File: src/isa_pkg.sv
package isa_pkg;

  typedef logic [31:0] word_t;
  typedef logic [2:0]  mode_t;
  typedef logic [7:0]  opcode_t;
  typedef logic [4:0]  reg_idx_t;
  typedef logic [3:0]  ccr_t;    // carry, negative, overflow, zero
  typedef logic [3:0]  cond_t;   // low opcode nibble of a branch

  typedef struct packed {
    mode_t    mode;  // ir[31:29]
    opcode_t  op;    // ir[28:21]
    reg_idx_t ra;    // ir[20:16]
    reg_idx_t rb;    // ir[15:11]
    reg_idx_t rc;    // ir[10:6]
  } instr_fields_t;

  localparam mode_t MODE_REG    = 3'd0;
  localparam mode_t MODE_REGIND = 3'd1;
  localparam mode_t MODE_IMM    = 3'd2;

  // register mode
  localparam opcode_t OP_NOP = 8'h00;
  localparam opcode_t OP_CMP = 8'h02;
  localparam opcode_t OP_INC = 8'h03;
  localparam opcode_t OP_DEC = 8'h04;
  localparam opcode_t OP_MOV = 8'h07;
  localparam opcode_t OP_COM = 8'h08;
  localparam opcode_t OP_NEG = 8'h09;
  localparam logic [3:0] OP_ALU3_HI = 4'h2;  // 0x2x group, func in op[2:0]

  // immediate mode, branches occupy 0x00..0x0b
  localparam opcode_t OP_LDIS = 8'h0c;
  localparam opcode_t OP_LDIU = 8'h0d;

  // register-indirect mode, op[0] set means load
  localparam opcode_t OP_ST_L = 8'h00;
  localparam opcode_t OP_LD_L = 8'h01;
  localparam opcode_t OP_ST_H = 8'h02;
  localparam opcode_t OP_LD_H = 8'h03;
  localparam opcode_t OP_ST_B = 8'h04;
  localparam opcode_t OP_LD_B = 8'h05;
  localparam opcode_t OP_LDA  = 8'h0a;
  localparam opcode_t OP_JMP  = 8'h0b;

  localparam cond_t COND_BRA  = 4'h0;
  localparam cond_t COND_BEQ  = 4'h1;
  localparam cond_t COND_BNE  = 4'h2;
  localparam cond_t COND_BGTU = 4'h3;
  localparam cond_t COND_BGT  = 4'h4;
  localparam cond_t COND_BGE  = 4'h5;
  localparam cond_t COND_BLE  = 4'h6;
  localparam cond_t COND_BLT  = 4'h7;
  localparam cond_t COND_BGEU = 4'h8;
  localparam cond_t COND_BLTU = 4'h9;
  localparam cond_t COND_BLEU = 4'ha;
  localparam cond_t COND_BRN  = 4'hb;  // highest branch code

endpackage
File: src/control_pkg.sv
package control_pkg;

  typedef logic [2:0] alu_func_t;
  typedef logic [2:0] alu2sel_t;
  typedef logic [3:0] regsel_t;
  typedef logic [2:0] mdrsel_t;
  typedef logic [1:0] marsel_t;
  typedef logic [2:0] pcsel_t;
  typedef logic [1:0] reg_write_t;
  typedef logic [3:0] byteen_t;
  typedef logic [1:0] align_t;
  typedef logic [2:0] step_t;

  localparam alu_func_t ALU_ADD = 3'd2;
  localparam alu_func_t ALU_SUB = 3'd3;

  localparam alu2sel_t ALU2SEL_REG = 3'd0;  // reg_data_out2
  localparam alu2sel_t ALU2SEL_IND = 3'd1;  // ir offset
  localparam alu2sel_t ALU2SEL_ONE = 3'd2;

  localparam regsel_t REGSEL_ALU  = 4'd0;
  localparam regsel_t REGSEL_MDR  = 4'd1;
  localparam regsel_t REGSEL_NEG  = 4'd2;
  localparam regsel_t REGSEL_COM  = 4'd3;
  localparam regsel_t REGSEL_REG2 = 4'd4;
  localparam regsel_t REGSEL_IMMS = 4'd5;  // sign-extended 16 bit
  localparam regsel_t REGSEL_IMMU = 4'd6;  // zero-extended 16 bit

  localparam mdrsel_t MDRSEL_HOLD = 3'd0;
  localparam mdrsel_t MDRSEL_BUS  = 3'd1;
  localparam mdrsel_t MDRSEL_REG  = 3'd3;

  localparam marsel_t MARSEL_HOLD = 2'd0;
  localparam marsel_t MARSEL_ALU  = 2'd2;

  localparam pcsel_t PCSEL_HOLD   = 3'd0;
  localparam pcsel_t PCSEL_INC    = 3'd1;
  localparam pcsel_t PCSEL_MAR    = 3'd2;
  localparam pcsel_t PCSEL_REL    = 3'd3;
  localparam pcsel_t PCSEL_ALU    = 3'd4;
  localparam pcsel_t PCSEL_VECTOR = 3'd5;

  localparam reg_write_t REG_WRITE_NONE = 2'b00;
  localparam reg_write_t REG_WRITE_DW   = 2'b11;

  typedef enum logic [3:0] {
    NOP, CMP, INC, DEC, MOV, COM, NEG, ALU3,
    BRANCH, LDIS, LDIU, LDA, JMP, LOAD, STORE, UNDEF
  } instr_class_t;

  typedef enum logic [1:0] {LONG, HALF, BYTE} size_t;

  typedef struct packed {
    instr_class_t   cls;
    size_t          size;
    isa_pkg::cond_t cond;
    alu_func_t      alu_func;
  } decode_t;

  typedef struct packed {
    logic             ir_write;
    logic             ccr_write;
    alu_func_t        alu_func;
    alu2sel_t         alu2sel;
    regsel_t          regsel;
    isa_pkg::reg_idx_t reg_read_addr1;
    isa_pkg::reg_idx_t reg_read_addr2;
    isa_pkg::reg_idx_t reg_write_addr;
    reg_write_t       reg_write;
    mdrsel_t          mdrsel;
    marsel_t          marsel;
    pcsel_t           pcsel;
  } ctrl_word_t;

  typedef struct packed {
    logic    read;
    logic    write;
    logic    addrsel;     // 0 pc, 1 mar
    byteen_t byteenable;
  } bus_req_t;

  typedef enum logic [1:0] {RESET, FETCH, EVAL, FAULT} ctrl_state_t;

endpackage

File: src/cpu_control.sv
`timescale 1ns/1ns

module cpu_control (
  input  logic                    clock,
  input  logic                    reset_n,
  input  isa_pkg::word_t          bus_rdata,
  input  isa_pkg::ccr_t           ccr,
  input  logic                    bus_wait,
  input  control_pkg::align_t     bus_align,
  output control_pkg::ctrl_word_t ctrl,
  output control_pkg::bus_req_t   bus,
  output logic                    halted
);

  isa_pkg::instr_fields_t fields;
  control_pkg::decode_t   decode;
  logic                   taken;

  instr_register instr_register_i (
    .clock     (clock),
    .reset_n   (reset_n),
    .bus_rdata (bus_rdata),
    .ir_write  (ctrl.ir_write),
    .fields    (fields)
  );

  instr_decoder instr_decoder_i (
    .fields (fields),
    .decode (decode)
  );

  branch_condition branch_condition_i (
    .cond  (decode.cond),
    .ccr   (ccr),
    .taken (taken)
  );

  control_sequencer control_sequencer_i (
    .clock     (clock),
    .reset_n   (reset_n),
    .fields    (fields),
    .decode    (decode),
    .taken     (taken),
    .bus_wait  (bus_wait),
    .bus_align (bus_align),
    .ctrl      (ctrl),
    .bus       (bus),
    .halted    (halted)
  );

endmodule

File: src/control_sequencer.sv
`timescale 1ns/1ns

module control_sequencer (
  input  logic                   clock,
  input  logic                   reset_n,
  input  isa_pkg::instr_fields_t fields,
  input  control_pkg::decode_t   decode,
  input  logic                   taken,
  input  logic                   bus_wait,
  input  control_pkg::align_t    bus_align,
  output control_pkg::ctrl_word_t ctrl,
  output control_pkg::bus_req_t  bus,
  output logic                   halted
);

  control_pkg::ctrl_state_t state, state_next;
  control_pkg::step_t       step, step_next;
  control_pkg::byteen_t     lanes;
  logic                     done;  // instruction finished, back to fetch

  always_ff @(posedge clock or negedge reset_n) begin
    if (!reset_n) begin
      state <= control_pkg::RESET;
      step  <= '0;
    end else begin
      state <= state_next;
      step  <= step_next;
    end
  end

  // byte lanes from address alignment, msb lane is the lowest address
  always_comb begin
    case (decode.size)
      control_pkg::HALF: lanes = bus_align[1] ? 4'b0011 : 4'b1100;
      control_pkg::BYTE: lanes = 4'b1000 >> bus_align;
      default:           lanes = 4'b1111;
    endcase
  end

  assign halted = (state == control_pkg::FAULT);

  always_comb begin
    state_next = state;
    step_next  = step;
    done       = 1'b0;

    ctrl.ir_write       = 1'b0;
    ctrl.ccr_write      = 1'b0;
    ctrl.alu_func       = control_pkg::ALU_ADD;
    ctrl.alu2sel        = control_pkg::ALU2SEL_REG;
    ctrl.regsel         = control_pkg::REGSEL_ALU;
    ctrl.reg_read_addr1 = fields.ra;
    ctrl.reg_read_addr2 = fields.rb;
    ctrl.reg_write_addr = fields.ra;
    ctrl.reg_write      = control_pkg::REG_WRITE_NONE;
    ctrl.mdrsel         = control_pkg::MDRSEL_HOLD;
    ctrl.marsel         = control_pkg::MARSEL_HOLD;
    ctrl.pcsel          = control_pkg::PCSEL_HOLD;
    bus.read            = 1'b0;
    bus.write           = 1'b0;
    bus.addrsel         = 1'b0;
    bus.byteenable      = 4'b1111;

    case (state)
      control_pkg::RESET: begin
        ctrl.pcsel = control_pkg::PCSEL_VECTOR;  // pc <= exception vector
        state_next = control_pkg::FETCH;
        step_next  = '0;
      end
      control_pkg::FETCH: begin
        case (step)
          3'd0: begin
            bus.read = 1'b1;
            if (!bus_wait)
              step_next = 3'd1;
          end
          3'd1: begin
            bus.read      = 1'b1;  // keep the bus while the ir latches
            ctrl.ir_write = 1'b1;
            step_next     = 3'd2;
          end
          default: begin
            ctrl.pcsel = control_pkg::PCSEL_INC;
            state_next = control_pkg::EVAL;
            step_next  = '0;
          end
        endcase
      end
      control_pkg::EVAL: begin
        ctrl.alu_func = decode.alu_func;
        case (decode.cls)
          control_pkg::NOP: done = 1'b1;
          control_pkg::CMP: begin
            ctrl.ccr_write = 1'b1;
            done           = 1'b1;
          end
          control_pkg::MOV, control_pkg::COM, control_pkg::NEG,
          control_pkg::LDIS, control_pkg::LDIU: begin
            case (decode.cls)
              control_pkg::MOV:  ctrl.regsel = control_pkg::REGSEL_REG2;
              control_pkg::COM:  ctrl.regsel = control_pkg::REGSEL_COM;
              control_pkg::NEG:  ctrl.regsel = control_pkg::REGSEL_NEG;
              control_pkg::LDIS: ctrl.regsel = control_pkg::REGSEL_IMMS;
              default:           ctrl.regsel = control_pkg::REGSEL_IMMU;
            endcase
            ctrl.reg_write = control_pkg::REG_WRITE_DW;
            done           = 1'b1;
          end
          control_pkg::BRANCH: begin
            if (taken)
              ctrl.pcsel = control_pkg::PCSEL_REL;
            done = 1'b1;
          end
          control_pkg::INC, control_pkg::DEC, control_pkg::ALU3: begin
            if (decode.cls == control_pkg::ALU3) begin
              ctrl.reg_read_addr1 = fields.rb;  // ra <= rb op rc
              ctrl.reg_read_addr2 = fields.rc;
            end else begin
              ctrl.alu2sel = control_pkg::ALU2SEL_ONE;
            end
            if (step == 3'd0) begin
              step_next = 3'd1;  // aluval settles
            end else begin
              ctrl.reg_write = control_pkg::REG_WRITE_DW;
              done           = 1'b1;
            end
          end
          control_pkg::LDA, control_pkg::JMP: begin
            ctrl.reg_read_addr1 = fields.rb;
            ctrl.alu2sel        = control_pkg::ALU2SEL_IND;  // rb + offset
            if (step == 3'd0)
              step_next = 3'd1;
            else if (decode.cls == control_pkg::LDA) begin
              ctrl.reg_write = control_pkg::REG_WRITE_DW;
              done           = 1'b1;
            end else begin
              ctrl.pcsel = control_pkg::PCSEL_ALU;
              done       = 1'b1;
            end
          end
          control_pkg::LOAD, control_pkg::STORE: begin
            bus.addrsel = 1'b1;  // address from mar
            case (step)
              3'd0: begin
                ctrl.reg_read_addr1 = fields.rb;
                ctrl.alu2sel        = control_pkg::ALU2SEL_IND;
                step_next           = 3'd1;
              end
              3'd1: begin
                ctrl.marsel = control_pkg::MARSEL_ALU;
                step_next   = 3'd2;
              end
              3'd2: begin
                bus.read       = (decode.cls == control_pkg::LOAD);
                bus.write      = (decode.cls == control_pkg::STORE);
                bus.byteenable = lanes;
                ctrl.mdrsel    = (decode.cls == control_pkg::LOAD) ?
                                 control_pkg::MDRSEL_BUS : control_pkg::MDRSEL_REG;
                if (!bus_wait)
                  step_next = 3'd3;
              end
              default: begin
                if (decode.cls == control_pkg::LOAD) begin
                  ctrl.regsel    = control_pkg::REGSEL_MDR;  // ra <= mdr
                  ctrl.reg_write = control_pkg::REG_WRITE_DW;
                end
                done = 1'b1;
              end
            endcase
          end
          default: begin
            state_next = control_pkg::FAULT;  // undefined encoding
            step_next  = '0;
          end
        endcase
      end
      default: state_next = control_pkg::FAULT;  // stays here until reset
    endcase

    if (done) begin
      state_next = control_pkg::FETCH;
      step_next  = '0;
    end
  end

endmodule

File: src/branch_condition.sv
`timescale 1ns/1ns

module branch_condition (
  input  isa_pkg::cond_t cond,
  input  isa_pkg::ccr_t  ccr,
  output logic           taken
);

  logic carry, negative, overflow, zero;
  logic lt_signed;

  assign {carry, negative, overflow, zero} = ccr;
  assign lt_signed = negative ^ overflow;  // signed less-than after cmp

  always_comb begin
    case (cond)
      isa_pkg::COND_BRA:  taken = 1'b1;
      isa_pkg::COND_BEQ:  taken = zero;
      isa_pkg::COND_BNE:  taken = ~zero;
      isa_pkg::COND_BGTU: taken = ~(zero | carry);
      isa_pkg::COND_BGT:  taken = ~(zero | lt_signed);
      isa_pkg::COND_BGE:  taken = ~lt_signed;
      isa_pkg::COND_BLE:  taken = zero | lt_signed;
      isa_pkg::COND_BLT:  taken = lt_signed;
      isa_pkg::COND_BGEU: taken = ~carry;
      isa_pkg::COND_BLTU: taken = carry;
      isa_pkg::COND_BLEU: taken = carry | zero;
      default:            taken = 1'b0;  // brn, never
    endcase
  end

endmodule

File: src/instr_decoder.sv
`timescale 1ns/1ns

module instr_decoder (
  input  isa_pkg::instr_fields_t fields,
  output control_pkg::decode_t   decode
);

  always_comb begin
    decode.cls  = control_pkg::UNDEF;
    decode.size = control_pkg::LONG;
    decode.cond = fields.op[3:0];

    case (fields.mode)
      isa_pkg::MODE_REG: begin
        case (fields.op)
          isa_pkg::OP_NOP: decode.cls = control_pkg::NOP;
          isa_pkg::OP_CMP: decode.cls = control_pkg::CMP;
          isa_pkg::OP_INC: decode.cls = control_pkg::INC;
          isa_pkg::OP_DEC: decode.cls = control_pkg::DEC;
          isa_pkg::OP_MOV: decode.cls = control_pkg::MOV;
          isa_pkg::OP_COM: decode.cls = control_pkg::COM;
          isa_pkg::OP_NEG: decode.cls = control_pkg::NEG;
          default: begin
            if (fields.op[7:4] == isa_pkg::OP_ALU3_HI)
              decode.cls = control_pkg::ALU3;
          end
        endcase
      end
      isa_pkg::MODE_IMM: begin
        if (fields.op[7:4] == 4'h0 && fields.op[3:0] <= isa_pkg::COND_BRN)
          decode.cls = control_pkg::BRANCH;
        else if (fields.op == isa_pkg::OP_LDIS)
          decode.cls = control_pkg::LDIS;
        else if (fields.op == isa_pkg::OP_LDIU)
          decode.cls = control_pkg::LDIU;
      end
      isa_pkg::MODE_REGIND: begin
        case (fields.op)
          isa_pkg::OP_LDA: decode.cls = control_pkg::LDA;
          isa_pkg::OP_JMP: decode.cls = control_pkg::JMP;
          isa_pkg::OP_ST_L, isa_pkg::OP_ST_H, isa_pkg::OP_ST_B:
            decode.cls = control_pkg::STORE;
          isa_pkg::OP_LD_L, isa_pkg::OP_LD_H, isa_pkg::OP_LD_B:
            decode.cls = control_pkg::LOAD;
          default: decode.cls = control_pkg::UNDEF;
        endcase
        case (fields.op[2:1])  // width pairs: long, half, byte
          2'b01: decode.size = control_pkg::HALF;
          2'b10: decode.size = control_pkg::BYTE;
          default: decode.size = control_pkg::LONG;
        endcase
      end
      default: decode.cls = control_pkg::UNDEF;  // includes the old direct mode
    endcase

    case (decode.cls)
      control_pkg::ALU3: decode.alu_func = fields.op[2:0];
      control_pkg::CMP, control_pkg::DEC: decode.alu_func = control_pkg::ALU_SUB;
      default: decode.alu_func = control_pkg::ALU_ADD;
    endcase
  end

endmodule

File: src/instr_register.sv
`timescale 1ns/1ns

module instr_register (
  input  logic                   clock,
  input  logic                   reset_n,
  input  isa_pkg::word_t         bus_rdata,
  input  logic                   ir_write,
  output isa_pkg::instr_fields_t fields
);

  always_ff @(posedge clock or negedge reset_n) begin
    if (!reset_n) begin
      fields <= '0;
    end else if (ir_write) begin  // one-cycle strobe from fetch step 1
      fields.mode <= bus_rdata[31:29];
      fields.op   <= bus_rdata[28:21];
      fields.ra   <= bus_rdata[20:16];
      fields.rb   <= bus_rdata[15:11];
      fields.rc   <= bus_rdata[10:6];
    end
  end

endmodule

File: config.mk
export PLATFORM = sky130hd
export DESIGN_NAME = cpu_control
export DESIGN_NICKNAME = d
export VERILOG_FILES = /design/src/isa_pkg.sv /design/src/control_pkg.sv /design/src/cpu_control.sv /design/src/control_sequencer.sv /design/src/branch_condition.sv /design/src/instr_decoder.sv /design/src/instr_register.sv
export SDC_FILE = /design/constraint.sdc
export NUM_CORES = 1
export LEC_CHECK = 0
export CAP_MARGIN = 10
export CORE_MARGIN = 3
export CORE_UTILIZATION = 55
export CTS_CLUSTER_DIAMETER = 100
export DETAILED_ROUTE_END_ITERATION = 8
export DONT_BUFFER_PORTS = 1
export PLACE_DENSITY = 0.73
export SYNTH_ARGS = -nofsm -noshare
export SYNTH_HDL_FRONTEND = slang
export SYNTH_SLANG_ARGS = --single-unit
File: constraint.sdc
create_clock -name clock -period 2.86 [get_ports clock]
set_input_delay 0.286 -clock clock [delete_from_list [all_inputs] [get_ports clock]]
set_output_delay 0.286 -clock clock [all_outputs]
set_load 0.05 [all_outputs]
======== Word-level counts from Yosys, hierarchy flattened ========
Memories as Yosys holds them, arrays and structs flattened.
Index checks and enable logic that the tools add are counted.
word-level totals
  memories kept ........................... 1
  input bits .............................. 41
  bits in read-only memories .............. 48
  logic and storage cells ................. 157
  flip-flop bits (word level) ............. 31
memory list
  memory           words  width  rd ports  clocked after Yosys merged registers in  write ports  line                 RTL
  (no name shown)  16     3      1         0                                        0            instr_decoder.sv:38  case (fields.op)
cells by class
  bitwise logic cells ..................... 8
  multiplexer cells ....................... 67
  $lt $le $gt $ge ......................... 1
  reductions and logical operators ........ 21
  shift operators ......................... 1
  eq/ne operators ......................... 51
operators with widths
  cell                                           count
  case mux 3 bit (3 select lines)                5
  == test 4 bit, second input constant           10
  == test 4 x 3 -> 1 bit, second input constant  8
  == test 8 x 4 -> 1 bit, second input constant  4
  two-way mux 2 bit                              14
  case mux 4 bit (7 select lines)                1
  two-way mux 3 bit                              8
  two-way mux 4 bit                              6
  two-way mux 21 bit                             1
  == test 4 x 2 -> 1 bit, second input constant  5
  case mux 3 bit (2 select lines)                3
  == test 8 x 2 -> 1 bit, second input constant  2
  == test 8 x 3 -> 1 bit, second input constant  2
  case mux 4 bit (2 select lines)                2
  two-way mux 5 bit                              3
  case mux 5 bit (3 select lines)                1
  OR reduction 15 bit                            1
  two-way mux 7 bit                              2
  zero test 4 bit                                3
  case mux 3 bit (4 select lines)                1
  case mux 4 bit (3 select lines)                1
  two-way mux 1 bit                              11
  case mux 1 bit (11 select lines)               1
  two-way mux 10 bit                             1
  32 further kinds                               53

======== Depth between registers and ports, before layout ========
Gate-level depths: netlist of the first run.
  word-level depth ........................ 11
  mapped depth ............................ 11
  depth with buffers taken out ............ 8

======== Modules after synthesis ========
From an unflattened synthesis of the first run, not the netlist that was laid out.
unflattened totals
  cell total of the unflattened synthesis .. 278
  area total of the unflattened synthesis .. 2768.9 um2
by module, submodules not included
  module             area each (um2)  sequential area each (um2)  times used  cells each
  control_sequencer  1181.1           100.1                       1           154
  instr_register     1069.8           650.6                       1           55
  instr_decoder      429.2            0.0                         1           56
  branch_condition   88.8             0.0                         1           13

======== Worst setup path before layout of the first run ========
No wires, ideal clock.
  kind .................................... register to output
  start ................................... reg, netlist name instr_register_i.fields[20]
  end ..................................... out ctrl[29] (netlist bit)
  path slack .............................. -1790 ps
  arrival ................................. 4364 ps
  stages on the path, launching flop included .. 8
  path through ............................ dfrtp_1 or4_1 buf_2 o21bai_1 a21oi_1 o21ai_1 maj3_1 a2111oi_0
RTL lines
  item           line               RTL
  end, declared  cpu_control.sv:10  output control_pkg::ctrl_word_t ctrl,

==> results_dict.tcl, run 1 <==
set metrics [dict create \
    status "complete, but fails checks" \
    violations "setup timing" \
    pwr-share-comb 0.384 \
    rsz0062_at_grt "yes" \
    switching_share 0.388 \
    fin_crit_ps 3050 \
    synth.top_cell.area_share 0.299 \
    initial_core_util 0.598 \
    clk-insertion-delay-late_ps 280 \
    synthArstFlopShare 1.00 \
    num_antenna_cells 0 \
    grt_pass1_wl_um 11000 \
    fillers 228 \
    synth_edf_count 0 \
    p_seq_frac 0.375 \
    numCtsBuffers 5 \
    syn_area_per_cell_um2 9.03 \
    synth_xor_area_frac 0.0105 \
    clock-sinks 30 \
    dp_hpwl_um 4700 \
    clockRootBuffer "clkbuf_8" \
    place_area_um2 2940 \
    die_h_um 73.6 \
    peakVddDrop_mv 0.619 \
    r2r.worst_path.cells 13 \
    routed_wl_um 7200 \
    wl_per_cell_um 19.3 \
    maxCapViolations 0 \
    die_area_um2 5410 \
    design_area_um2 3490 \
    slew_headroom 0.608 \
    seq_area_frac_synth 0.299 \
    crit_type "reg -> out" \
    port_buffers 0 \
    worstPathCellList "or4_4, o21bai_4, a21oi_2, o21ai_2, maj3_2, nor2_4, o21ai_4, mux2_4" \
    synth_top_family_by_area "compound AO/OA/AOI/OAI gates" \
    fin_crit_sh 1.07 \
    startpoint_type "register" \
    via_per_inst 6.21 \
    grt_usage 0.263 \
    reg2reg_from "instr_register_i.fields[20]" \
    io_pins 86 \
    stdcell_count 374 \
    worst-path-buf-inv 0 \
    synthCells 278 \
    coreArea_um2 4200 \
    place_congestion 0.881 \
    intPower_uw 1010 \
    fmax_mhz 328 \
    dp_slack_ps -41.8 \
    path_depth 8 \
    crit_path_max_incr_delay_ps 590 \
    hold_viol 0 \
    antenna_found_initial 0 \
    tightest_slew_ps 587 \
    final.setup.worst_slack_ps -192 \
    core.rowCount 23 \
    hold_slack_ps 121 \
    finalClockSkew_ps 4.74 \
    clockPowerShare 0.241 \
    critPathMaxFanout 6 \
    p_switching_uw 637 \
    drt_iter0_markers 155 \
    ant_nets 0 \
    clock_path_buffers 2 \
    crit_start "instr_register_i.fields[20]" \
    synth.distinct_cells 61 \
    whs_path_depth 2 \
    cp.arrival_ps 2770 \
    hp-class "in -> reg" \
    cp_slowest_cell "or4_4" \
    ys_ff_latch 30 \
    area_delta_synth_final_pct 38.8 \
    grt-ovfl-total 0 \
    cts_tree "built" \
    dp.cells 351 \
    synth_area_leaders "dfrtp_1, mux2_2, ha_1, buf_4, a21oi_1" \
    fp.dieW_um 73.6 \
    synth_mux_area_frac 0.160 \
    cts.clk_slew.worst_paths_ps 60 \
    synth-simple-area-share 0.165 \
    drcViolationCount 0 \
    yosysWarnings 0 \
    yosysTopAreaCell "dfrtp_1" \
    finalMaxSlewViolations 0 \
    setup_viol 25 \
    synth-adder-area-share 0.0777 \
    end_kind "primary output" \
    grt_pass1_vias 2259 \
    power_uw 1640 \
    synth_ff_type "dfrtp_1" \
    cts_max_level 2 \
    powerDensity_nw_per_um2 471 \
    drtPass1Iterations 4 \
    synth_area_um2 2510 \
    synth_compound_area_frac 0.200 \
    leakagePower_uw 0.00149 \
    drive_gt1_frac 0.509 \
    crit_required_ps 2570 \
    worstHoldStart "bus_rdata[21]" \
    crit_family "simple AND/OR/NAND/NOR gates" \
    grt_max_degree 31 \
    num_vias 2322 \
    nNetsFinal 378 \
]
[repair_timing]
action	4_1_cts	5_1_grt
hold buffers	2	0
pin swaps	14	22
setup endpoints to repair	27	36
resized for setup	45	34
buffers inserted	7	9
endpoints found under the hold margin	30	0
[layer usage]
metal / global-route usage / share of wire / up-vias
met2: 0.448 / 0.51 / 96
met3: 0.0684 / 0.079 / 7
met1: 0.330 / 0.40 / 1136
met4: 0.0684 / 0.011 / 0
met5: 0 / 0 / -
li1: - / - / 1083
[final timing paths]
check	endpoint	slack, ps
max in group asynchronous	instr_register_i.fields[16]	2250
worst max register to register	control_sequencer_i.step[1]	-20
min in group asynchronous	instr_register_i.fields[18]	440
worst min register to register	instr_register_i.fields[2]	510
worst max-delay path	ctrl[21]	-190
worst min-delay path	instr_register_i.fields[15]	120
[area by class of cell]
type,instances,area [um2],share of cell area
multi-input cells,209,1890,0.543
well taps,50,62.6,0.0179
clock buffers,8,110,0.0316
flip-flops and latches,30,758,0.218
inverters,15,56.3,0.0162
repair buffers,62,604,0.173
[synth_stat cells, drive strengths merged (4+ instances only)]
cell type  count
dfrtp         30
buf           20
nand2         17
nor3          13
nand2b         4
mux2          33
a21oi         17
ha            14
inv           15
nor2          21
o21ai         17
clkbuf         7
[layout by cell type (no fill, tap or decap), drive strengths merged, types with 2 or more instances in the layout]
cell     count
o21ai       17
nor4bb       2
o21a         3
dfrtp       30
a21oi       17
nor4         2
o311a        3
or2          3
nand2       17
inv         15
nand3        3
a211oi       3
ha          14
buf         61
conb         4
o31ai        2
nor2b        3
or3          3
o21bai       2
mux2i        3
nor3        13
mux2        33
o22a         2
o31a         2
a22oi        2
a211o        3
nand2b       4
nor2        21
maj3         2
o311ai       3
a31oi        2
xor2         2
o2bb2ai      3
clkbuf       8
and2         2
[sequential cells by signal (all words and copies together), names as in the netlist]
register and cells:
instr_register_i.fields 26, control_sequencer_i.state 2, control_sequencer_i.step 2
[through the flow]
stage                util  setup TNS, ps
CTS                 0.781          -2260
floorplan               -           -630
global route        0.830          -4790
global placement    0.699           -189
detailed placement  0.699           -214
finish              0.830          -2330
[worst reg2reg max path, delay by kind of cell, from the launching register on]
kind / cells / cell delay (ps)
AOI/OAI and AO/OA: 6 / 1060
buffers and inverters: 5 / 650
and+or+nand+nor: 1 / 590
DFF: 1 / 380
xor gates and xnor gates: 1 / 80
[cell families (layout without fill, tap and decap cells)]
logic type      Yosys count  in the layout
compound gates           70             70
xor+xnor                  3              3
fa+ha+maj                16             16
buf+inv                  42             85
flops                    30             30
mux                      36             36
other cells               1              4
simple gates             80             80
[power groups by stage]
stage	clock (uW)	sequential, uW	combinational [uW]
2_1_floorplan	0	529	460
3_3_place_gp	0	607	467
3_5_place_dp	0	611	477
4_1_cts	401	609	542
5_1_grt	417	624	674
6_report	396	615	631
Note: power is estimated with default switching activity, not from simulation.
==> run 2: changes to the inputs <==
--- a/config.mk
+++ b/config.mk
@@ -12,6 +12,7 @@
 export DETAILED_ROUTE_END_ITERATION = 8
 export DONT_BUFFER_PORTS = 1
 export PLACE_DENSITY = 0.73
+export SKIP_LAST_GASP = 1
 export SYNTH_ARGS = -nofsm -noshare
 export SYNTH_HDL_FRONTEND = slang
 export SYNTH_SLANG_ARGS = --single-unit
==> results_dict.tcl, run 2 (synthesis results as in run 1) <==
set metrics [dict create \
    status "complete, but fails checks" \
    violations "setup timing" \
    setup_tns_ps -2380 \
    slew_headroom 0.604 \
    highest_layer "met4" \
    final.setup.worst_slack_ps -196 \
    leakagePower_uw 0.00150 \
    worstHoldStart "bus_rdata[24]" \
    clk-insertion-delay-late_ps 280 \
    io_pins 86 \
    powerDensity_nw_per_um2 472 \
    hold_viol 0 \
    crit_type "reg -> out" \
    crit_required_ps 2570 \
    initial_core_util 0.598 \
    final_common_cell "buf_4" \
    wl_per_cell_um 19.7 \
    grt-ovfl-total 0 \
    worst-path-buf-inv 2 \
    num_vias 2358 \
    drt_iter0_markers 247 \
    fmax_mhz 327 \
    dp_slack_ps -41.8 \
    startpoint_type "register" \
    fin_crit_sh 1.07 \
    place_area_um2 2940 \
    num_antenna_cells 0 \
    via_per_inst 6.25 \
    wl_met1_um 3020 \
    clock_path_buffers 2 \
    cts_max_level 2 \
    clock-sinks 30 \
    largest_reg_flops 26 \
    setup_viol 24 \
    reg2reg_from "instr_register_i.fields[20]" \
    cts.clk_slew.worst_paths_ps 60 \
    grt_pass1_wl_um 11100 \
    layout.cells.most_common_list "buf_4, dfrtp_1, mux2_2" \
    end_kind "primary output" \
    die_h_um 73.6 \
    drtPass1Iterations 5 \
    grt_max_degree 31 \
    drcViolationCount 0 \
    finalMaxSlewViolations 0 \
    clockRootBuffer "clkbuf_8" \
    grt_pass1_vias 2281 \
    crit_family "simple AND/OR/NAND/NOR gates" \
    critPathMaxFanout 6 \
    routed_wl_um 7410 \
    ant_nets 0 \
    finalClockSkew_ps 3.01 \
    dr_wl_met2_um 3680 \
    numCtsBuffers 5 \
    worstPathCellList "or4_4, o21bai_4, a21oi_2, buf_4, o21a_4, xnor2_4, buf_6, nor2_4, and2_4" \
    tightest_slew_ps 593 \
    largest_register "instr_register_i.fields" \
    stdcell_count 377 \
    fp.dieW_um 73.6 \
    antenna_found_initial 0 \
    design_area_um2 3520 \
    cp_slowest_cell "or4_4" \
    maxCapViolations 0 \
    dp.cells 351 \
    nNetsFinal 381 \
    core.rowCount 23 \
    reg.largest.list "instr_register_i.fields (26), control_sequencer_i.state (2), control_sequencer_i.step (2)" \
    cp.arrival_ps 2770 \
    port_buffers 0 \
    fillers 226 \
    die_area_um2 5410 \
    place_congestion 0.881 \
    crit_path_max_incr_delay_ps 590 \
    cts_tree "built" \
    crit_start "instr_register_i.fields[20]" \
    route.met3.wl_um 613 \
    grt_usage 0.262 \
    dp_hpwl_um 4700 \
    area_delta_synth_final_pct 40.1 \
    hp-class "in -> reg" \
    fin_crit_ps 3060 \
    coreArea_um2 4200 \
    drive_gt1_frac 0.514 \
    peakVddDrop_mv 0.629 \
    rsz0062_at_grt "yes" \
]
[run 2: changes by cell type in the layout (fill, tap and decap cells not counted), sizes merged]
cell    delta
buf        +2
clkbuf     +1
[run 2: final cells by class]
class / instances / area (um2) / area share
clock buffers: 8 / 110 / 0.0313
inverters: 15 / 56.3 / 0.0160
multi-input cells: 209 / 1910 / 0.542
flip-flops and latches: 30 / 758 / 0.216
well taps: 50 / 62.6 / 0.0178
repair buffers: 65 / 624 / 0.177
[run 2: stage by stage]
step / hold slack [ps] / total power, uW / utilization
final: 122 / 1660 / 0.837
after global routing: 140 / 1730 / 0.837
after CTS: 119 / 1550 / 0.774
after detailed placement: -9.08 / 1090 / 0.699
after global placement: -8.95 / 1070 / 0.699
after floorplan: -9.59 / 989 / -
[run 2: report_power, final]
group | switching [uW] | total, uW | internal [uW]
combinational | 371 | 654 | 282
sequential | 121 | 611 | 491
clock | 153 | 395 | 243
total | 645 | 1660 | 1020
[run 2: final timing paths]
path                       cells past startpoint                            to  slack, ps
setup / recovery                               9                       ctrl[4]       -200
hold / removal                                 2   instr_register_i.fields[18]        120
setup reg to reg                               9  control_sequencer_i.state[0]         70
hold reg to reg                                1    instr_register_i.fields[2]        510
max in group asynchronous                      2   instr_register_i.fields[23]       2230
min in group asynchronous                      2   instr_register_i.fields[18]        460
[run 2: worst register-to-register path, cell delays in order, from the launching register on]
cell      delay, ps
dfrtp_1         380
or4_4           590
or2_4           270
a211oi_4        280
buf_6           160
buf_4           140
maj3_1          180
a21oi_2         110
o311ai_1        340
mux2i_1         260
[run 2: routing by layer]
metal  global-route usage  vias up
met5                    0        -
met4               0.0684        0
met3               0.0602       13
met2                0.442      121
met1                0.339     1135
li1                     -     1089
[run 2: what timing repair did]
item,4_1_cts,5_1_grt
setup endpoints to repair,27,36
gates resized for setup,38,43
hold endpoints to repair,30,0
hold buffers,2,0
buffers inserted,7,13
pin swaps,14,23
